File: config.mk
export PLATFORM = sky130hd
export DESIGN_NAME = instr_decoder
export DESIGN_NICKNAME = d
export VERILOG_FILES = /design/src/source/mips_pkg.sv /design/src/source/instr_decoder.sv
export SDC_FILE = /design/constraint.sdc
export NUM_CORES = 1
export LEC_CHECK = 0
export ABC_AREA = 0
export BUFFER_PORTS_ARGS = -buffer_cell sky130_fd_sc_hd__buf_2
export CORE_MARGIN = 4
export CORE_UTILIZATION = 30
export DETAILED_ROUTE_END_ITERATION = 8
export PLACE_DENSITY_LB_ADDON = 0.05
export SLEW_MARGIN = 0
export SYNTH_ARGS = -nofsm -noshare
export SYNTH_HDL_FRONTEND = slang
export SYNTH_SLANG_ARGS = --single-unit
File: constraint.sdc
create_clock -name vclk -period 1.5
set_input_delay 0.15 -clock vclk [all_inputs]
set_output_delay 0.15 -clock vclk [all_outputs]
set_load 0.005 [all_outputs]
File: src/source/mips_pkg.sv
package mips_pkg;

    typedef enum logic [5:0] {
        op_rtype = 6'b000000,
        op_bgez  = 6'b000001,
        op_j     = 6'b000010,
        op_jal   = 6'b000011,
        op_beq   = 6'b000100,
        op_bne   = 6'b000101,
        op_blez  = 6'b000110,
        op_bgtz  = 6'b000111,
        op_addi  = 6'b001000,
        op_addiu = 6'b001001,
        op_slti  = 6'b001010,
        op_andi  = 6'b001100,
        op_ori   = 6'b001101,
        op_xori  = 6'b001110,
        op_lui   = 6'b001111,
        op_lw    = 6'b100011,
        op_sw    = 6'b101011
    } opcode_e;

    // r-type func field
    typedef enum logic [5:0] {
        fn_sll  = 6'b000000,
        fn_srl  = 6'b000010,
        fn_sra  = 6'b000011,
        fn_sllv = 6'b000100,
        fn_srlv = 6'b000110,
        fn_jr   = 6'b001000,
        fn_mult = 6'b011000,
        fn_div  = 6'b011010,
        fn_add  = 6'b100000,
        fn_addu = 6'b100001,
        fn_sub  = 6'b100010,
        fn_subu = 6'b100011,
        fn_and  = 6'b100100,
        fn_or   = 6'b100101,
        fn_xor  = 6'b100110,
        fn_nor  = 6'b100111,
        fn_slt  = 6'b101010
    } func_e;

    typedef enum logic [4:0] {
        alu_xor  = 5'd0,
        alu_sll  = 5'd1,
        alu_srl  = 5'd2,
        alu_sra  = 5'd3,
        alu_add  = 5'd4,
        alu_sub  = 5'd5,
        alu_mult = 5'd6,
        alu_div  = 5'd7,
        alu_or   = 5'd8,
        alu_nor  = 5'd9,
        alu_and  = 5'd10,
        alu_slt  = 5'd11,
        alu_jr   = 5'd12,
        alu_beq  = 5'd13,
        alu_bne  = 5'd14,
        alu_blez = 5'd15,
        alu_bgtz = 5'd16,
        alu_bgez = 5'd17,
        alu_lui  = 5'd18,
        alu_sllv = 5'd25,
        alu_srlv = 5'd26
    } alu_op_e;

    typedef enum logic [1:0] {
        dest_rt = 2'b00,
        dest_rd = 2'b01,
        dest_ra = 2'b10  // link register for jal
    } dest_sel_e;

    typedef enum logic [1:0] {
        src_alu = 2'b00,
        src_mem = 2'b01,
        src_pc  = 2'b10
    } reg_src_e;

    typedef struct packed {
        dest_sel_e dest_sel;
        reg_src_e  reg_src;
        alu_op_e   alu_op;
        logic      alu_src;  // 1 selects the immediate
        logic      jump;
        logic      branch;
        logic      jump_register;
        logic      is_unsigned;
        logic      reg_write;
        logic      is_load;
        logic      is_store;
    } ctrl_t;

endpackage

File: src/source/instr_decoder.sv
`timescale 1ns/1ns

module instr_decoder import mips_pkg::*; (
    input  opcode_e opcode,
    input  func_e   func,
    output ctrl_t   ctrl
);

    always_comb begin
        // immediate alu row that writes nothing
        ctrl               = '0;
        ctrl.dest_sel      = dest_rt;
        ctrl.reg_src       = src_alu;
        ctrl.alu_op        = alu_add;
        ctrl.alu_src       = 1'b1;

        case (opcode)
            op_rtype: begin
                ctrl.dest_sel  = dest_rd;
                ctrl.alu_src   = 1'b0;
                ctrl.reg_write = 1'b1;
                case (func)
                    fn_xor:  ctrl.alu_op = alu_xor;
                    fn_sll:  ctrl.alu_op = alu_sll;
                    fn_sllv: ctrl.alu_op = alu_sllv;
                    fn_srl:  ctrl.alu_op = alu_srl;
                    fn_srlv: ctrl.alu_op = alu_srlv;
                    fn_sra:  ctrl.alu_op = alu_sra;
                    fn_add:  ctrl.alu_op = alu_add;
                    fn_addu: ctrl.alu_op = alu_add;
                    fn_sub:  ctrl.alu_op = alu_sub;
                    fn_subu: ctrl.alu_op = alu_sub;
                    fn_mult: ctrl.alu_op = alu_mult;
                    fn_div:  ctrl.alu_op = alu_div;
                    fn_or:   ctrl.alu_op = alu_or;
                    fn_nor:  ctrl.alu_op = alu_nor;
                    fn_and:  ctrl.alu_op = alu_and;
                    fn_slt:  ctrl.alu_op = alu_slt;
                    fn_jr: begin
                        ctrl.alu_op        = alu_jr;
                        ctrl.jump_register = 1'b1;
                    end
                    default: ctrl.alu_op = alu_add;
                endcase
            end
            op_addi: ctrl.reg_write = 1'b1;
            op_addiu: begin
                ctrl.reg_write   = 1'b1;
                ctrl.is_unsigned = 1'b1;
            end
            op_andi: begin
                ctrl.alu_op      = alu_and;
                ctrl.reg_write   = 1'b1;
                ctrl.is_unsigned = 1'b1;
            end
            op_xori: begin
                ctrl.alu_op      = alu_xor;
                ctrl.reg_write   = 1'b1;
                ctrl.is_unsigned = 1'b1;
            end
            op_ori: begin
                ctrl.alu_op      = alu_or;
                ctrl.reg_write   = 1'b1;
                ctrl.is_unsigned = 1'b1;
            end
            op_lw: begin
                ctrl.reg_src = src_mem;  // reg_write comes from cache_ctrl
                ctrl.is_load = 1'b1;
            end
            op_sw: ctrl.is_store = 1'b1;
            op_beq: begin
                ctrl.branch = 1'b1;
                ctrl.alu_op = alu_beq;
            end
            op_bne: begin
                ctrl.branch = 1'b1;
                ctrl.alu_op = alu_bne;
            end
            op_blez: begin
                ctrl.branch = 1'b1;
                ctrl.alu_op = alu_blez;
            end
            op_bgtz: begin
                ctrl.branch = 1'b1;
                ctrl.alu_op = alu_bgtz;
            end
            op_bgez: begin
                ctrl.branch = 1'b1;
                ctrl.alu_op = alu_bgez;
            end
            op_slti: begin
                ctrl.alu_op    = alu_slt;
                ctrl.reg_write = 1'b1;
            end
            op_lui: begin
                ctrl.alu_op      = alu_lui;
                ctrl.reg_write   = 1'b1;
                ctrl.is_unsigned = 1'b1;
            end
            op_j: begin
                ctrl.jump    = 1'b1;
                ctrl.alu_src = 1'b0;
            end
            op_jal: begin
                ctrl.dest_sel  = dest_ra;
                ctrl.reg_src   = src_pc;
                ctrl.jump      = 1'b1;
                ctrl.alu_src   = 1'b0;
                ctrl.reg_write = 1'b1;
            end
            default: begin
                ctrl.alu_op    = alu_xor;
                ctrl.reg_write = 1'b1;
            end
        endcase
    end

endmodule

After elaboration in Yosys (flattened, before gate mapping)
Index checks and enable logic that the tools add are counted.

Register bits: 0. Input bits: 12. Output and inout bits: 17. Logic and storage cells: 52.

Equal/unequal tests: 30. Mux-type cells: 13. Reduce and logical (&&, ||, !) cells: 9.

Operators with widths (number): $pmux W5 S14 (1); $pmux W5 S11 (1); $eq A6 B6 Y1 const B (9); $eq A6 B4 Y1 const B (8); $eq A6 B3 Y1 const B (6); $eq A6 B2 Y1 const B (4); $eq A6 B5 Y1 const B (2); $logic_not A6 Y1 (2); $reduce_or A5 Y1 (2); $mux W1 (9); $pmux W2 S2 (2); $reduce_or A8 Y1 (1); $eq A6 B1 Y1 const B (1); $reduce_or A6 Y1 (1); $reduce_or A2 Y1 (2); $reduce_or A3 Y1 (1).

Longest topological paths before layout
Gate-level depths: netlist of run 1.

Word-level depth: 4. Gate-level depth with buffers: 6. Depth with buffers taken out: 5.

Worst setup path after synthesis of run 1
No wires, ideal clock.

Path kind: input -> output. Start: input port opcode[2]. End: output port ctrl[8] (netlist bit). Arrival time: 1.403 ns. Data required time: 1.350 ns. Setup slack: -0.053 ns. Cell stages on the path: 5. Path buffers: 0. Cell sequence: or4_4 -> or3_4 -> nor2_4 -> o2bb2ai_2 -> o2bb2ai_1.

RTL lines: from (decl) (line instr_decoder.sv:4) `input opcode_e opcode,`; to (decl) (line instr_decoder.sv:6) `output ctrl_t ctrl`.

==> results of run 1 <==
## Yosys cell counts (2+ instances only)
library cell                count  area (sq um)
sky130_fd_sc_hd__nand2b_1       3         18.77
sky130_fd_sc_hd__clkbuf_1       8         30.03
sky130_fd_sc_hd__or3b_2         2         17.52
sky130_fd_sc_hd__or2_2          2         12.51
sky130_fd_sc_hd__nand3_1        2         10.01
sky130_fd_sc_hd__o22ai_1        2         12.51
sky130_fd_sc_hd__nand2_1        4         15.01
sky130_fd_sc_hd__nor3_1         6         30.03
sky130_fd_sc_hd__a21oi_1        7         35.03
sky130_fd_sc_hd__nor4b_1        2         17.52
sky130_fd_sc_hd__inv_1          6         22.52
sky130_fd_sc_hd__nor2_1         6         22.52
sky130_fd_sc_hd__a31oi_1        3         18.77
sky130_fd_sc_hd__nand4b_1       2         17.52
sky130_fd_sc_hd__a21o_1         2         15.01
sky130_fd_sc_hd__nor3b_1        3         22.52
sky130_fd_sc_hd__xnor2_1        3         26.28
sky130_fd_sc_hd__o2bb2ai_1      2         17.52
sky130_fd_sc_hd__o21ai_0       12         60.06
## through the flow
stage                     total power, mW  hold WS (ps)  std cells
final                              0.1870         688.9        151
after global routing               0.2091         719.3        151
after CTS                          0.1857         693.0        151
after detailed placement           0.1791         688.4        150
after global placement             0.1774         691.0        150
after floorplan                    0.1020         333.2         91
## path summary, 6_finish.rpt
| path | from | end | slack, ps |
|---|---|---|---|
| max | opcode[2] | ctrl[8] | -300 |
| min | opcode[4] | ctrl[0] | 690 |
## logic make-up after synthesis
kind of cell	share of synthesized area [%]
buf+inv	10.88
compound gates	39.00
xor+xnor	4.763
simple gates	45.35
## per-layer routing
| layer | wire length, microns | part of all wire [%] | vias up | global-route usage (%) |
|---|---|---|---|---|
| met5 | 0 | 0 | - | 0 |
| met4 | 0 | 0 | 0 | 0 |
| met3 | 58 | 3.3 | 0 | 0.5831 |
| met2 | 797 | 45 | 14 | 20.87 |
| met1 | 908 | 51 | 375 | 21.93 |
| li1 | - | - | 415 | - |
## power by group through the flow
stage	combinational [mW]	clock (mW)	sequential (mW)
global placement	0.177	0	0
detailed placement	0.179	0	0
global route	0.209	0	0
CTS	0.186	0	0
finish	0.187	0	0
floorplan	0.102	0	0
## cell type report
cell class	count	area [sq um]
multi-input cells	76	513.0
fillers	201	889.6
repair buffers	44	270.3
inverters	6	22.52
well taps	25	31.28
## what timing repair did
action	4_1_cts	5_1_grt
gates resized for setup	7	1
setup endpoints to repair	8	8
setup buffers	1	0
pin swaps	1	0
==> metrics.log, run 1 <==
[metrics] Int Power: 0.08846 mW
[metrics] Synth warnings: 0
[metrics] vias in the first global route: 675
[metrics] type of the setup path with the least slack: input port to output port
[metrics] post-place instance area: 803.3 sq um
[metrics] utilization after layout: 48.48%
[metrics] power density relative to cell area: 223.4 nW/um^2
[metrics] Max-slew headroom: 74.78%
[metrics] worst hold stages: 4
[metrics] worst-case setup margin in the final layout: -304.2 ps
[metrics] most frequent cells in the layout: sky130_fd_sc_hd__buf_2 (27), sky130_fd_sc_hd__buf_4 (15), sky130_fd_sc_hd__o21ai_0 (10), sky130_fd_sc_hd__a21oi_1 (7)
[metrics] maximum number of pins on one net before global-route repair: 16
[metrics] Flop pwr share: 0%
[metrics] violations in the final reports: setup timing
[metrics] kind of end point of the critical path: output port
[metrics] Via Count: 804
[metrics] Static Leakage: 0.3795 nW
[metrics] DR vias/cell: 5.325
[metrics] slew at the pin with the worst max-slew slack: 375.1 ps
[metrics] final net count: 140
[metrics] routed wire length: 1.764 mm
[metrics] Setup Viol. Count Final: 8
[metrics] 1st-pass router iterations: 4
[metrics] switching power as a share of total power: 52.69%
[metrics] most common cell after layout, fill and taps aside: sky130_fd_sc_hd__buf_2
[metrics] DRT antenna net count: 0
[metrics] Worst Path Max Fanout: 3
[metrics] Final GP Congestion: 0.8097
[metrics] Logic pwr share: 100.0%
[metrics] total global-route track usage: 13.61%
[metrics] vertical extent of the die: 50.89 microns
[metrics] share of the yosys chip area belonging to registers: 0%
[metrics] Post-Synthesis Mean Instance Area: 6.064 sq um
[metrics] max capacitance violation total: 0
[metrics] IO Count: 29
[metrics] DP Wirelength: 1.494 mm
[metrics] type of the most critical hold path: input port to output port
[metrics] net count after synthesis: 103
[metrics] total gr overflow: 0
[metrics] Req. time, crit path: 1350 ps
[metrics] Total Neg Setup Slack: -2002 ps
[metrics] synthesized instance count: 91
[metrics] cell area after synthesis: 551.8 sq um
[metrics] crit share post-route: 120.3%
[metrics] number of buffers added on ports: 29
[metrics] count of unresolved DRC violations after routing: 0
[metrics] Antenna Diode Count: 0
[metrics] Row Count: 15
[metrics] final-layout clock buffer total: 0
[metrics] CP cell instances: buf_6, or4_4, or3_4, nor2_4, o2bb2ai_2, o2bb2ai_1, buf_2
[metrics] fin area: 837.1 sq um
[metrics] longest individual stage delay on the worst path: 520 ps
[metrics] status: complete, but fails checks
[metrics] Slowest-stage cell, CP: sky130_fd_sc_hd__or4_4
[metrics] RSZ-0062 raised after global routing: true
[metrics] kind of start point of the critical path: input port
[metrics] core region area: 1727 sq um
[metrics] instance count on the critical path: 7
[metrics] pre-CTS setup slack: -327.0 ps
[metrics] area used by sequential logic in the layout: 0 sq um
[metrics] kind of cell adding the most delay to the critical path: simple AND/OR/NAND/NOR gates
[metrics] flip-flop and latch count: 0
[metrics] wire per inst: 11.68 microns
[metrics] net switching component of the power: 0.09850 mW
[metrics] first-pass GRT wire length: 2.939 mm
[metrics] fraction of final layout cells sized beyond drive strength 1: 44.44%
[metrics] x dimension of the die: 50.89 microns
[metrics] Layout Area Growth over Synthesis: 51.70%
[metrics] synth unique cells: 33
[metrics] final count of pins violating max slew: 0
[metrics] peak ir drop on the vdd network: 0.00009252 V
[metrics] starting DRC count in detailed routing: 17
[metrics] clock group share of total power: 0%
[metrics] number of buffer and inverter stages on the critical path: 2
[metrics] minimum period implied by the final worst setup slack: 1804 ps
[metrics] Hold Buf Count CTS: 0
[metrics] area of the die: 2589 sq um
[metrics] number of antenna violations at the first check in global routing: 0
[metrics] worst endpoint data arrival time: 1650 ps
[metrics] Initial Util: 31.96%
[metrics] timing-limited maximum frequency: 0.5543 GHz
[metrics] endpoints failing hold: 0
(Power assumes the default switching activity.)
==> run 2, diff against run 1 <==
--- a/config.mk
+++ b/config.mk
@@ -6,11 +6,12 @@
 export NUM_CORES = 1
 export LEC_CHECK = 0
 export ABC_AREA = 0
-export BUFFER_PORTS_ARGS = -buffer_cell sky130_fd_sc_hd__buf_2
 export CORE_MARGIN = 4
 export CORE_UTILIZATION = 30
 export DETAILED_ROUTE_END_ITERATION = 8
+export DONT_BUFFER_PORTS = 1
 export PLACE_DENSITY_LB_ADDON = 0.05
+export SKIP_LAST_GASP = 1
 export SLEW_MARGIN = 0
 export SYNTH_ARGS = -nofsm -noshare
 export SYNTH_HDL_FRONTEND = slang
==> metrics.log, run 2 (synthesis results as in run 1) <==
[metrics] total gr overflow: 0
[metrics] launch instance of the worst min-delay path: opcode[2]
[metrics] clock group share of total power: 0%
[metrics] wire per inst: 15.28 microns
[metrics] starting DRC count in detailed routing: 8
[metrics] DRT antenna net count: 0
[metrics] final-layout clock buffer total: 0
[metrics] utilization after layout: 33.77%
[metrics] final net count: 98
[metrics] final count of pins violating max slew: 0
[metrics] max capacitance violation total: 0
[metrics] net switching component of the power: 0.04763 mW
[metrics] vias in the first global route: 640
[metrics] switching power as a share of total power: 49.70%
[metrics] peak ir drop on the vdd network: 0.00005305 V
[metrics] count of unresolved DRC violations after routing: 0
[metrics] flip-flop and latch count: 0
[metrics] Worst Path Max Fanout: 13
[metrics] x dimension of the die: 50.89 microns
[metrics] area of the die: 2589 sq um
[metrics] worst endpoint data arrival time: 1420 ps
[metrics] vertical extent of the die: 50.89 microns
[metrics] kind of end point of the critical path: output port
[metrics] RSZ-0062 raised after global routing: true
[metrics] total global-route track usage: 13.80%
[metrics] most frequent cells in the layout: sky130_fd_sc_hd__o21ai_0 (10), sky130_fd_sc_hd__a21oi_1 (7), sky130_fd_sc_hd__inv_1 (6), sky130_fd_sc_hd__nor3_1 (6), sky130_fd_sc_hd__nor2_1 (5)
[metrics] minimum period implied by the final worst setup slack: 1573 ps
[metrics] area used by sequential logic in the layout: 0 sq um
[metrics] Setup Viol. Count Final: 5
[metrics] core region area: 1727 sq um
[metrics] fraction of final layout cells sized beyond drive strength 1: 16.67%
[metrics] routed wire length: 1.665 mm
[metrics] DR vias/cell: 5.890
[metrics] slew at the pin with the worst max-slew slack: 525.5 ps
[metrics] DP Wirelength: 1.321 mm
[metrics] timing-limited maximum frequency: 0.6357 GHz
[metrics] Initial Util: 31.96%
[metrics] total power after layout: 0.09584 mW
[metrics] crit share post-route: 104.9%
[metrics] Int Power: 0.04821 mW
[metrics] Static Leakage: 0.1859 nW
[metrics] Setup Fix Bufs, Post-CTS: 0
[metrics] kind of start point of the critical path: input port
[metrics] worst setup path start: opcode[2]
[metrics] type of the setup path with the least slack: input port to output port
[metrics] Hold Buf Count CTS: 0
[metrics] Layout Area Growth over Synthesis: 5.669%
[metrics] type of the most critical hold path: input port to output port
[metrics] Antenna Diode Count: 0
[metrics] violations in the final reports: setup timing
[metrics] status: complete, but fails checks
[metrics] power density relative to cell area: 164.4 nW/um^2
[metrics] Max-slew headroom: 64.65%
[metrics] Req. time, crit path: 1350 ps
[metrics] Final GP Congestion: 0.7082
[metrics] worst-case setup margin in the final layout: -73.04 ps
[metrics] most common cell after layout, fill and taps aside: sky130_fd_sc_hd__o21ai_0
[metrics] Logic pwr share: 100.0%
[metrics] capture point of the worst path: ctrl[9]
[metrics] endpoints failing hold: 0
[metrics] Row Count: 15
[metrics] IO Count: 29
[metrics] 1st-pass router iterations: 4
[metrics] first-pass GRT wire length: 2.987 mm
[metrics] number of buffers added on ports: 0
[metrics] worst hold margin: 338.1 ps
[metrics] fill cell total of the finished layout: 196
[metrics] Flop pwr share: 0%
[metrics] maximum number of pins on one net before global-route repair: 17
[metrics] Via Count: 642
[metrics] number of antenna violations at the first check in global routing: 0
==> run 2: cell type report <==
cell class         count  area, sq um  share of cell area (%)
multi-input cells     76        514.2                   88.20
well taps             25        31.28                   5.365
inverters              6        22.52                   3.863
repair buffers         2        15.01                   2.575
==> run 2: critical path: stages <==
cell and delay (ps):
sky130_fd_sc_hd__or4_4 510, sky130_fd_sc_hd__or3_4 370, sky130_fd_sc_hd__nor2_4 120, sky130_fd_sc_hd__o2bb2ai_2 140, sky130_fd_sc_hd__o2bb2ai_2 130
==> run 2: power groups by stage <==
| stage | combinational, mW | clock [mW] | sequential, mW |
|---|---|---|---|
| floorplan | 0.102 | 0 | 0 |
| global placement | 0.0928 | 0 | 0 |
| CTS | 0.0971 | 0 | 0 |
| detailed placement | 0.0931 | 0 | 0 |
| finish | 0.0958 | 0 | 0 |
| global route | 0.111 | 0 | 0 |
==> run 2: worst min path at each step <==
stage / cells after the start / to
global route: 1 / ctrl[5]
floorplan: 1 / ctrl[3]
detailed placement: 1 / ctrl[3]
global placement: 1 / ctrl[3]
finish: 1 / ctrl[0]
CTS: 1 / ctrl[3]
==> run 2: repair_timing <==
| action | in CTS | in global routing |
|---|---|---|
| resized for setup | 5 | 1 |
| setup endpoints to repair | 5 | 6 |
| endpoints found under the hold margin | 0 | 0 |
==> run 2: through the flow <==
stage | instances | worst slack (ps) | setup TNS, ps | area [sq um]
after floorplan | 91 | -53.20 | -127.3 | 559.3
after global placement | 109 | -68.29 | -284.9 | 568.0
after detailed placement | 109 | -92.03 | -377.4 | 568.0
after CTS | 109 | -85.88 | -329.6 | 583.1
after global routing | 109 | -120.4 | -598.1 | 583.1
final | 109 | -73.04 | -250.1 | 583.1
==> run 2: routing by layer <==
layer  part of all wire [%]  vias to the layer above  GRT usage (%)  wire length [microns]
met3                    6.2                        0          2.041                    103
met4                      0                        0              0                      0
met5                      0                        -              0                      0
met1                     49                      296          18.95                    811
met2                     45                       19          24.13                    749
li1                       -                      327              -                      -
