[src/include/mips_cfg.svh]
`ifndef MIPS_CFG_SVH
`define MIPS_CFG_SVH

// datapath word
`define MIPS_DATA_W 32

// 16 lines of one word each
`define MIPS_CACHE_IDX_W 4

// backing store
`define MIPS_MEM_WORDS 256
`define MIPS_MEM_LAT 4
`define MIPS_MEM_FILL 32'h1000_0000

`endif

[src/source/mips_pkg.sv]
package mips_pkg;

    typedef enum logic [5:0] {
        op_rtype = 6'b000000,
        op_bgez  = 6'b000001,
        op_j     = 6'b000010,
        op_jal   = 6'b000011,
        op_beq   = 6'b000100,
        op_bne   = 6'b000101,
        op_blez  = 6'b000110,
        op_bgtz  = 6'b000111,
        op_addi  = 6'b001000,
        op_addiu = 6'b001001,
        op_slti  = 6'b001010,
        op_andi  = 6'b001100,
        op_ori   = 6'b001101,
        op_xori  = 6'b001110,
        op_lui   = 6'b001111,
        op_lw    = 6'b100011,
        op_sw    = 6'b101011
    } opcode_e;

    // r-type func field
    typedef enum logic [5:0] {
        fn_sll  = 6'b000000,
        fn_srl  = 6'b000010,
        fn_sra  = 6'b000011,
        fn_sllv = 6'b000100,
        fn_srlv = 6'b000110,
        fn_jr   = 6'b001000,
        fn_mult = 6'b011000,
        fn_div  = 6'b011010,
        fn_add  = 6'b100000,
        fn_addu = 6'b100001,
        fn_sub  = 6'b100010,
        fn_subu = 6'b100011,
        fn_and  = 6'b100100,
        fn_or   = 6'b100101,
        fn_xor  = 6'b100110,
        fn_nor  = 6'b100111,
        fn_slt  = 6'b101010
    } func_e;

    typedef enum logic [4:0] {
        alu_xor  = 5'd0,
        alu_sll  = 5'd1,
        alu_srl  = 5'd2,
        alu_sra  = 5'd3,
        alu_add  = 5'd4,
        alu_sub  = 5'd5,
        alu_mult = 5'd6,
        alu_div  = 5'd7,
        alu_or   = 5'd8,
        alu_nor  = 5'd9,
        alu_and  = 5'd10,
        alu_slt  = 5'd11,
        alu_jr   = 5'd12,
        alu_beq  = 5'd13,
        alu_bne  = 5'd14,
        alu_blez = 5'd15,
        alu_bgtz = 5'd16,
        alu_bgez = 5'd17,
        alu_lui  = 5'd18,
        alu_sllv = 5'd25,
        alu_srlv = 5'd26
    } alu_op_e;

    typedef enum logic [1:0] {
        dest_rt = 2'b00,
        dest_rd = 2'b01,
        dest_ra = 2'b10  // link register for jal
    } dest_sel_e;

    typedef enum logic [1:0] {
        src_alu = 2'b00,
        src_mem = 2'b01,
        src_pc  = 2'b10
    } reg_src_e;

    typedef struct packed {
        dest_sel_e dest_sel;
        reg_src_e  reg_src;
        alu_op_e   alu_op;
        logic      alu_src;  // 1 selects the immediate
        logic      jump;
        logic      branch;
        logic      jump_register;
        logic      is_unsigned;
        logic      reg_write;
        logic      is_load;
        logic      is_store;
    } ctrl_t;

endpackage

[src/source/cache_bus_if.sv]
`timescale 1ns/1ns

interface cache_bus_if;
    logic we;         // line write on this edge
    logic set_dirty;
    logic fill_sel;   // 1 picks store data over memory rdata
    logic hit;
    logic dirty;      // indexed line valid and dirty

    modport ctrl (
        output we,
        output set_dirty,
        output fill_sel,
        input  hit,
        input  dirty
    );

    modport cache (
        input  we,
        input  set_dirty,
        input  fill_sel,
        output hit,
        output dirty
    );
endinterface

[src/source/mem_bus_if.sv]
`timescale 1ns/1ns
`include "mips_cfg.svh"

interface mem_bus_if;
    logic                    req;   // held until done
    logic                    we;
    logic [`MIPS_DATA_W-1:0] addr;  // byte address
    logic [`MIPS_DATA_W-1:0] wdata;
    logic [`MIPS_DATA_W-1:0] rdata;
    logic                    done;  // single cycle pulse

    modport ctrl (
        output req,
        output we,
        input  done
    );

    // we picks victim or requested address
    modport cache (
        input  we,
        input  rdata,
        output addr,
        output wdata
    );

    modport mem (
        input  req,
        input  we,
        input  addr,
        input  wdata,
        output rdata,
        output done
    );
endinterface

[src/source/cache_ctrl.sv]
`timescale 1ns/1ns

module cache_ctrl import mips_pkg::*; (
    input  logic         clk,
    input  logic         rst_n,
    input  ctrl_t        ctrl,
    cache_bus_if.ctrl    cbus,
    mem_bus_if.ctrl      mbus,
    output logic         pc_enable,
    output logic         reg_write
);

    typedef enum logic [1:0] {
        st_idle,
        st_writeback,
        st_refill,
        st_update
    } state_e;

    state_e state_q;
    state_e state_d;
    logic   req_q;
    logic   req_d;
    logic   victim_dirty;

    // a miss that must evict a modified line first
    assign victim_dirty = cbus.dirty && !cbus.hit;

    always_comb begin
        state_d        = state_q;
        req_d          = req_q;
        pc_enable      = 1'b0;
        reg_write      = 1'b0;
        cbus.we        = 1'b0;
        cbus.set_dirty = 1'b0;
        cbus.fill_sel  = 1'b0;

        case (state_q)
            st_idle: begin
                if (ctrl.is_load) begin
                    if (cbus.hit) begin
                        pc_enable = 1'b1;
                        reg_write = 1'b1;
                    end else begin
                        req_d   = 1'b1;
                        state_d = victim_dirty ? st_writeback : st_refill;
                    end
                end else if (ctrl.is_store) begin
                    if (victim_dirty) begin
                        req_d   = 1'b1;
                        state_d = st_writeback;
                    end else begin
                        // one word lines need no refill
                        cbus.we        = 1'b1;
                        cbus.set_dirty = 1'b1;
                        cbus.fill_sel  = 1'b1;
                        pc_enable      = 1'b1;
                    end
                end else begin
                    pc_enable = 1'b1;
                    reg_write = ctrl.reg_write;
                end
            end
            st_writeback: begin
                if (mbus.done) begin
                    req_d   = 1'b0;
                    state_d = ctrl.is_load ? st_refill : st_update;
                end
            end
            st_refill: begin
                // req low for one cycle after a writeback
                if (mbus.done) begin
                    req_d   = 1'b0;
                    state_d = st_update;
                end else begin
                    req_d = 1'b1;
                end
            end
            st_update: begin
                cbus.we   = 1'b1;
                pc_enable = 1'b1;
                state_d   = st_idle;
                if (ctrl.is_load) begin
                    reg_write = 1'b1;  // refilled line written clean
                end else begin
                    cbus.set_dirty = 1'b1;
                    cbus.fill_sel  = 1'b1;
                end
            end
            default: state_d = st_idle;
        endcase
    end

    always_ff @(posedge clk or negedge rst_n) begin
        if (!rst_n) begin
            state_q <= st_idle;
            req_q   <= 1'b0;
        end else begin
            state_q <= state_d;
            req_q   <= req_d;
        end
    end

    assign mbus.req = req_q;
    assign mbus.we  = (state_q == st_writeback);

endmodule

[src/flat_wrapper.sv]
// flat-port wrapper written by rule: the top's interface ports become plain ports
module cache_ctrl_flat import mips_pkg::*;
  (clk, rst_n, ctrl, pc_enable, reg_write, cbus_we, cbus_set_dirty, cbus_fill_sel, cbus_hit, cbus_dirty, mbus_req, mbus_we, mbus_done);
  cache_bus_if cbus_i ();
  mem_bus_if mbus_i ();
  input  logic clk;
  input  logic rst_n;
  input  ctrl_t ctrl;
  output logic pc_enable;
  output logic reg_write;
  output wire logic [$bits(cbus_i.we)-1:0] cbus_we;
  output wire logic [$bits(cbus_i.set_dirty)-1:0] cbus_set_dirty;
  output wire logic [$bits(cbus_i.fill_sel)-1:0] cbus_fill_sel;
  input wire logic [$bits(cbus_i.hit)-1:0] cbus_hit;
  input wire logic [$bits(cbus_i.dirty)-1:0] cbus_dirty;
  output wire logic [$bits(mbus_i.req)-1:0] mbus_req;
  output wire logic [$bits(mbus_i.we)-1:0] mbus_we;
  input wire logic [$bits(mbus_i.done)-1:0] mbus_done;
  assign cbus_we = cbus_i.we;
  assign cbus_set_dirty = cbus_i.set_dirty;
  assign cbus_fill_sel = cbus_i.fill_sel;
  assign cbus_i.hit = cbus_hit;
  assign cbus_i.dirty = cbus_dirty;
  assign mbus_req = mbus_i.req;
  assign mbus_we = mbus_i.we;
  assign mbus_i.done = mbus_done;
  cache_ctrl u_core (.clk(clk), .rst_n(rst_n), .ctrl(ctrl), .cbus(cbus_i), .mbus(mbus_i), .pc_enable(pc_enable), .reg_write(reg_write));
endmodule
[config.mk]
export PLATFORM = sky130hd
export DESIGN_NAME = cache_ctrl_flat
export DESIGN_NICKNAME = d
export VERILOG_FILES = /design/src/source/mips_pkg.sv /design/src/source/cache_bus_if.sv /design/src/source/mem_bus_if.sv /design/src/source/cache_ctrl.sv /design/src/flat_wrapper.sv
export VERILOG_INCLUDE_DIRS = /design/src /design/src/include
export SDC_FILE = /design/constraint.sdc
export NUM_CORES = 1
export LEC_CHECK = 0
export BUFFER_PORTS_ARGS = -buffer_cell sky130_fd_sc_hd__buf_2
export CORE_AREA = 2 2 39 41
export CTS_BUF_LIST = sky130_fd_sc_hd__clkbuf_8
export DETAILED_ROUTE_END_ITERATION = 10
export DIE_AREA = 0 0 41 43
export PLACE_DENSITY = 0.58
export SYNTH_ARGS = -nofsm -noshare
export SYNTH_HDL_FRONTEND = slang
export SYNTH_SLANG_ARGS = --single-unit
export TNS_END_PERCENT = 10
[constraint.sdc]
create_clock -name clk -period 1.35 [get_ports clk]
set_input_delay 0.3375 -clock clk [delete_from_list [all_inputs] [get_ports clk]]
set_output_delay 0.3375 -clock clk [all_outputs]
set_load 0.02 [all_outputs]
# After elaboration in Yosys (flattened, before gate mapping)

Index checks and enable logic that the tools add are counted.

Logic and storage cells: 46
Bits of input ports: 22
Bits in registers: 3

Reductions and logical operators: 6
Eq/ne operators: 8
Muxes and demuxes: 30

Operators by type and width:

| kind                                           | count |
|---|---|
| 2-to-1 mux 1 bit                               | 17 |
| 2-to-1 mux 2 bit                               | 7 |
| AND reduction 5 bit                            | 2 |
| case mux 1 bit (2 select lines)                | 4 |
| case mux 2 bit (4 select lines)                | 1 |
| != test 3 bit (second input constant)          | 2 |
| == test 2 bit (second input constant)          | 2 |
| != test 3 x 2 -> 1 bit (second input constant) | 1 |
| case mux 1 bit (3 select lines)                | 1 |
| nonzero test 3 bit                             | 1 |
| == test 2 x 1 -> 1 bit (second input constant) | 1 |
| logical NOT 2 bit                              | 1 |
| != test 2 x 1 -> 1 bit (second input constant) | 1 |
| != test 2 bit (second input constant)          | 1 |
| logical AND 1 bit                              | 1 |
| logical NOT 1 bit                              | 1 |

# Logic depth before layout (Yosys ltp)

Gate-level depths: netlist of run 1.

Depth in word-level cells: 6
Gate-level depth with buffers: 6
Gate-level depth less buffers: 6

# Worst setup path before layout of run 1

OpenSTA, ideal clock, no wires.

Path type: flip-flop to output port
Start point: register u_core.state_q[0]
End point: output cbus_set_dirty
Arrival time: 1,594 ps
Slack: -582 ps
Stages on the path, launching flop included: 6
Path through: dfrtp_1 -> inv_1 -> ha_1 -> a31oi_1 -> nor3_1 -> buf_4

Cells in the longest elaborated chain, start to end: 2

RTL lines:

| what                                                      | RTL line           | text |
|---|---|---|
| start: declaration                                        | cache_ctrl.sv:20   | `state_e state_q;` |
| start signal: assignment                                  | cache_ctrl.sv:96   | `state_q <= st_idle;` |
| start signal: assignment                                  | cache_ctrl.sv:99   | `state_q <= state_d;` |
| == test 2 bit / logical NOT 2 bit (equally long branches) | -                  |  |
| case mux 1 bit (2 select lines) *                         | -                  |  |
| end: declaration                                          | flat_wrapper.sv:12 | `output wire logic [$bits(cbus_i.set_dirty)-1:0] cbus_set_dirty;` |

Mark *: on every way between the ends. The rest lies on a longest branch, timed or not.

# Worst setup path in the final report of run 1

Start point: register u_core.state_q[0]
End point: output reg_write

Cells in the longest elaborated chain, start to end: 2

RTL lines:

| what                                                      | RTL line           | text |
|---|---|---|
| == test 2 bit / logical NOT 2 bit (equally long branches) | cache_ctrl.sv:38   | `case (state_q)` |
| case mux 1 bit (2 select lines) *                         | cache_ctrl.sv:38   |  |
| end: declaration                                          | flat_wrapper.sv:10 | `output logic reg_write;` |

Marked as above.

==> results of run 1 <==
-- power breakdown --
part | internal, µW | leakage, µW | switching (µW)
logic | 750 | 0.000287 | 683
clock network | 193 | 0.0000269 | 55.2
registers | 140 | 0.0000346 | 41.7
total | 1080 | 0.000348 | 780
-- sequential cells by signal (all words and copies together) (netlist names) --
signal	cells
u_core.mbus.req	1
u_core.state_q	2
-- synthesized netlist by cell type --
| cell | number |
|---|---|
| a21oi_2 | 1 |
| ha_1 | 5 |
| inv_1 | 5 |
| nor3_1 | 1 |
| a31oi_1 | 1 |
| mux2_4 | 1 |
| mux2i_1 | 1 |
| nor2_1 | 2 |
| o31ai_1 | 2 |
| buf_4 | 1 |
| nand3_1 | 1 |
| nor4bb_1 | 1 |
| nand2_1 | 3 |
| nand4b_1 | 1 |
| o21ai_0 | 3 |
| nand2b_1 | 3 |
| nor2_2 | 1 |
| dfrtp_1 | 3 |
| nor2b_1 | 1 |
| a21oi_1 | 4 |
| a2111o_1 | 1 |
-- through the flow --
step	hold WS [ps]	std cells	instance area (µm²)	TNS (ps)	setup WS [ps]
CTS	444.9	91	685.7	-2393	-352.2
floorplan	41.91	42	399.1	-916.7	-235.6
global placement	134.0	84	575.6	-1084	-195.1
global route	461.6	93	718.2	-3183	-422.1
detailed placement	138.1	84	575.6	-1173	-202.1
finish	446.1	93	718.2	-2584	-345.7
-- logic make-up after synthesis --
family                     after synthesis  synth area share, %
AOI/OAI and AO/OA                       12                22.18
and+or+nand+nor                         14                22.91
DFF                                      3                21.82
buffers and inverters                    6                7.638
muxes                                    2                7.272
adders and majority gates                5                18.18
-- critical path: cells and delay by family (launching register included) --
family          cells  cell delay, ps
flops               1             400
simple gates        2             280
buf+inv             2             270
fa+ha+maj           1             150
compound gates      1              40
-- worst paths after layout --
kind                                                from                             to  slack, ps  cells after the start
max reg2reg                u_core.state_q[0]$_DFFE_PN0P_  u_core.state_q[1]$_DFFE_PN0P_       -250                      7
min                                                rst_n    u_core.mbus.req$_DFFE_PN0P_        450                      2
min reg2reg                  u_core.mbus.req$_DFFE_PN0P_    u_core.mbus.req$_DFFE_PN0P_        490                      2
max                        u_core.state_q[0]$_DFFE_PN0P_                      reg_write       -350                      6
max in group asynchronous                          rst_n  u_core.state_q[0]$_DFFE_PN0P_        790                      2
min in group clk                               mbus_done    u_core.mbus.req$_DFFE_PN0P_        450                      4
-- metal layers --
metal | vias up | share of wire (%) | GRT usage, %
li1 | 220 | - | -
met1 | 213 | 43 | 17.04
met2 | 13 | 53 | 24.06
met3 | 0 | 4.4 | 4.712
met4 | 0 | 0 | 4.000
met5 | - | 0 | 0
-- repair_timing --
action | CTS | global route
hold buffers | 1 | 0
resized for setup | 12 | 6
setup buffers | 2 | 2
setup endpoints to repair | 9 | 9
pin swaps | 3 | 1
hold endpoints to repair | 3 | 0
-- area by class of cell --
class,count,area (µm²)
Sequential cell,3,75.07
Fill cell,122,665.6
Clock inverter,1,3.754
Inverter,5,18.77
Multi-Input combinational cell,33,325.3
Clock buffer,3,41.29
Tap cell,16,20.02
Timing Repair Buffer,32,234.0
==> results.yml, run 1 <==
layout:
  layout-drive-gt1-share_pct: 64.94
  final_cell_mix: "buf_4, buf_2, inv_1"
  area_growth_pct: 108.7
  final_common_cell: "buf_4"
  diodes: 0
  fin_nets: 105
  post-route-util_pct: 51.90
worst_setup_path:
  endpoint_kind: "output port"
  worstPathArrival_ps: 1360
  crit_fanout: 3
  crit_path_start_kind: "flop"
  crit_type: "reg -> out"
  cp.required_ps: 1010
  cp_slowest_stage_delay_ps: 400
  crit_chain: "inv_2, ha_4, nor4bb_4, a21oi_2, nor2_1, buf_4"
  slowest_stage: "dfrtp_1"
place:
  detailed_place_hpwl_um: 846.2
  place.gp.congestion: 0.6853
  portBuffers: 14
clock_tree:
  htree_levels: 1
  cts_made_buffers: 3
  clock_latency_ps: 210
  clk_pin_slew_ps: 30
  clockRootBuffer: "clkbuf_8"
  numClockSinks: 3
  cts_buffer_depth: 2
  cts_tree: "done"
global_route:
  antenna_found_initial: 0
  grt_pass1_wl_um: 1752
  grt_max_degree: 6
  grt_overflow: 0
  grt_use_total_pct: 14.56
  grt_pass1_vias: 429
run_status:
  outcome: "finished with violations"
  violations: "negative setup slack"
timing:
  clock_skew_ps: 2.524
  tightest_slew_ps: 232.3
  hold_viol: 0
  setup_viol: 9
  maxSlewHeadroom_pct: 84.38
  slew_violations: 0
  fin_crit_ps: 1696
  fmax_mhz: 589.7
  fin_ws_ps: -345.7
  min_period_over_period_pct: 125.6
  rsz0062_at_grt: "yes"
pwr:
  finalPower_uw: 1863
  p_per_area_nw_per_um2: 2594
  ir_drop_v: 0.0009163
  cellLeakagePower_uw: 0.0003482
floorplan:
  core_um2: 1384
  initial_utilization_pct: 24.86
  die_area_um2: 1763
  die_x_um: 41
  ioPinCount: 29
  die_h_um: 43
  rows: 14
flow_run:
  cap_violations: 0
synth:
  ys_ff_latch: 3
  ys_warn_count: 0
  synth_area_per_cell_um2: 8.192
  synth_top_area_share_pct: 21.82
  yosys.area.top_type: "dfrtp_1"
  ys_seq_area_share_pct: 21.82
  synth_cell_types: 21
  syn-num-nets: 69
  syn_inst: 42
  netlist_area_um2: 344.1
  synthTopCellsByArea: "dfrtp_1, ha_1, a21oi_1"
drt:
  first_pass_iters: 2
  antenna_left: 0
  dr.first_iter.drc_count: 3
  viasPerCell: 4.796
  vias: 446
  drc_errors: 0
  routed_wl_um: 1144
  routedWlPerCell_um: 12.30
worst_hold_path:
  hold_path.class: "in -> async"
Note: power is estimated with default switching activity, not from simulation.
==> run 2: changes to the inputs <==
- CORE_AREA: 2 2 39 41 -> 3 3 40 42
- DIE_AREA: 0 0 41 43 -> 0 0 43 45
- PLACE_DENSITY: 0.58 -> 0.56
- SKIP_CTS_REPAIR_TIMING: default -> 1
- clock period: 1.35 -> 1.74 ns (I/O delays scaled with it)
==> run 2 against run 1 <==
  * The run still ends with negative setup slack left
  * Highest routed layer is now met4
  * Sequential share of layout area is 1.8 points higher
  * Critical endpoint is now cbus_fill_sel
  * Largest cell class unchanged
  * First-iteration DRC count rose by 33%
  * Combinational power fell by 35%
  * Largest power group unchanged
  * Die area grew 9.8%
==> results.yml, run 2 (synthesized netlist as in run 1, its figures left out) <==
run_status:
  outcome: "finished with violations"
  violations: "negative setup slack"
layout:
  diodes: 0
  largest_register_ffs: 2
  fin_area_um2: 610.6
  final_cell_mix: "buf_2, buf_4, inv_1"
  layout-drive-gt1-share_pct: 54.69
  fin_nets: 92
  fin_cells: 79
  area_growth_pct: 77.45
  fill_cells: 126
  top_register: "u_core.state_q"
timing:
  tightest_slew_ps: 214.3
  fin_ws_ps: -116.4
  slew_violations: 0
  tns_ps: -399.9
  fmax_mhz: 538.7
  clock_skew_ps: 3.673
  holdWs_ps: 476.0
  maxSlewHeadroom_pct: 85.56
  fin_crit_ps: 1856
  rsz0062_at_grt: "yes"
  setup_viol: 5
  min_period_over_period_pct: 106.7
  hold_viol: 0
place:
  postPlaceCellArea_um2: 456.7
  dp_cells: 71
  dp_slack_ps: 8.403
  place.gp.congestion: 0.7402
  portBuffers: 14
  detailed_place_hpwl_um: 655.8
clock_tree:
  cts_made_buffers: 3
  numClockSinks: 3
  clockRootBuffer: "clkbuf_8"
  clock_latency_ps: 220
  cts_buffer_depth: 2
  htree_levels: 1
  clk_pin_slew_ps: 30
  cts_tree: "done"
drt:
  drc_errors: 0
  routedWlPerCell_um: 12.06
  viasPerCell: 4.962
  first_pass_iters: 2
  dr.first_iter.drc_count: 4
  routed_wl_um: 953
  antenna_left: 0
  vias: 392
floorplan:
  die_area_um2: 1935
  core_um2: 1285
  ioPinCount: 29
  die_x_um: 43
  rows: 13
  die_h_um: 45
  initial_utilization_pct: 26.78
worst_setup_path:
  crit_fanout: 6
  cp.required_ps: 1300
  worstPathArrival_ps: 1420
  crit_type: "reg -> out"
  rrSetupSlack_ps: 110
  endpoint_kind: "output port"
  crit_path_start_kind: "flop"
pwr:
  cellLeakagePower_uw: 0.0002859
  ir_drop_v: 0.0005882
  p_per_area_nw_per_um2: 2081
worst_hold_path:
  hold_path.class: "reg -> reg"
flow_run:
  cap_violations: 0
global_route:
  grt_pass1_vias: 328
  grt_use_total_pct: 10.82
  antenna_found_initial: 0
  grt_max_degree: 9
  grt_pass1_wl_um: 1407
  grt_overflow: 0
run 2: cell types whose count changed in the layout (fill, tap and decap cells not counted):
| cell | before | now |
|---|---|---|
| ha_2 | 3 | 2 |
| nor2_2 | 2 | 1 |
| nor2_1 | 1 | 2 |
| ha_1 | 0 | 1 |
| buf_4 | 20 | 8 |
| o21ai_0 | 2 | 3 |
| buf_6 | 3 | 2 |
| o21ai_1 | 1 | 0 |
run 2: cell type report:
cell class	count	area, µm²	area share (%)
Multi-Input combinational cell	33	320.3	52.46
Timing Repair Buffer	19	132.6	21.72
Inverter	5	18.77	3.074
Tap cell	15	18.77	3.074
Clock buffer	3	41.29	6.762
Sequential cell	3	75.07	12.30
Clock inverter	1	3.754	0.6148
run 2: stage by stage:
stage	util [%]	total power, µW
after CTS	39.05	1061
after global routing	47.52	1372
after global placement	35.54	848.0
after floorplan	-	681.0
final	47.52	1270
after detailed placement	35.54	850.2
run 2: final timing paths:
kind                                                    start                             to  depth (start not counted)
worst max-delay path            u_core.state_q[0]$_DFFE_PN0P_                  cbus_fill_sel                          5
worst min-delay path              u_core.mbus.req$_DFFE_PN0P_    u_core.mbus.req$_DFFE_PN0P_                          2
worst max register to register  u_core.state_q[0]$_DFFE_PN0P_  u_core.state_q[1]$_DFFE_PN0P_                          7
worst min register to register    u_core.mbus.req$_DFFE_PN0P_    u_core.mbus.req$_DFFE_PN0P_                          2
max in group asynchronous                               rst_n    u_core.mbus.req$_DFFE_PN0P_                          2
min in group asynchronous                               rst_n  u_core.state_q[0]$_DFFE_PN0P_                          2
run 2: layer usage:
layer,routed length [µm],up-vias,GRT usage [%]
met2,439,15,14.07
li1,-,193,-
met5,0,-,0
met1,393,180,12.29
met4,48,0,14.46
met3,71,4,3.187
run 2: power breakdown:
group | internal (µW) | switching (µW) | total [µW]
Clock | 150 | 49.6 | 200
Sequential | 109 | 34.1 | 143
Combinational | 460 | 468 | 928
run 2: critical path, cell delays in order, from the launching register on:
cell and delay, ps:
dfrtp_1 400, inv_2 140, ha_4 190, a31oi_4 100
nor3_4 220, buf_6 150
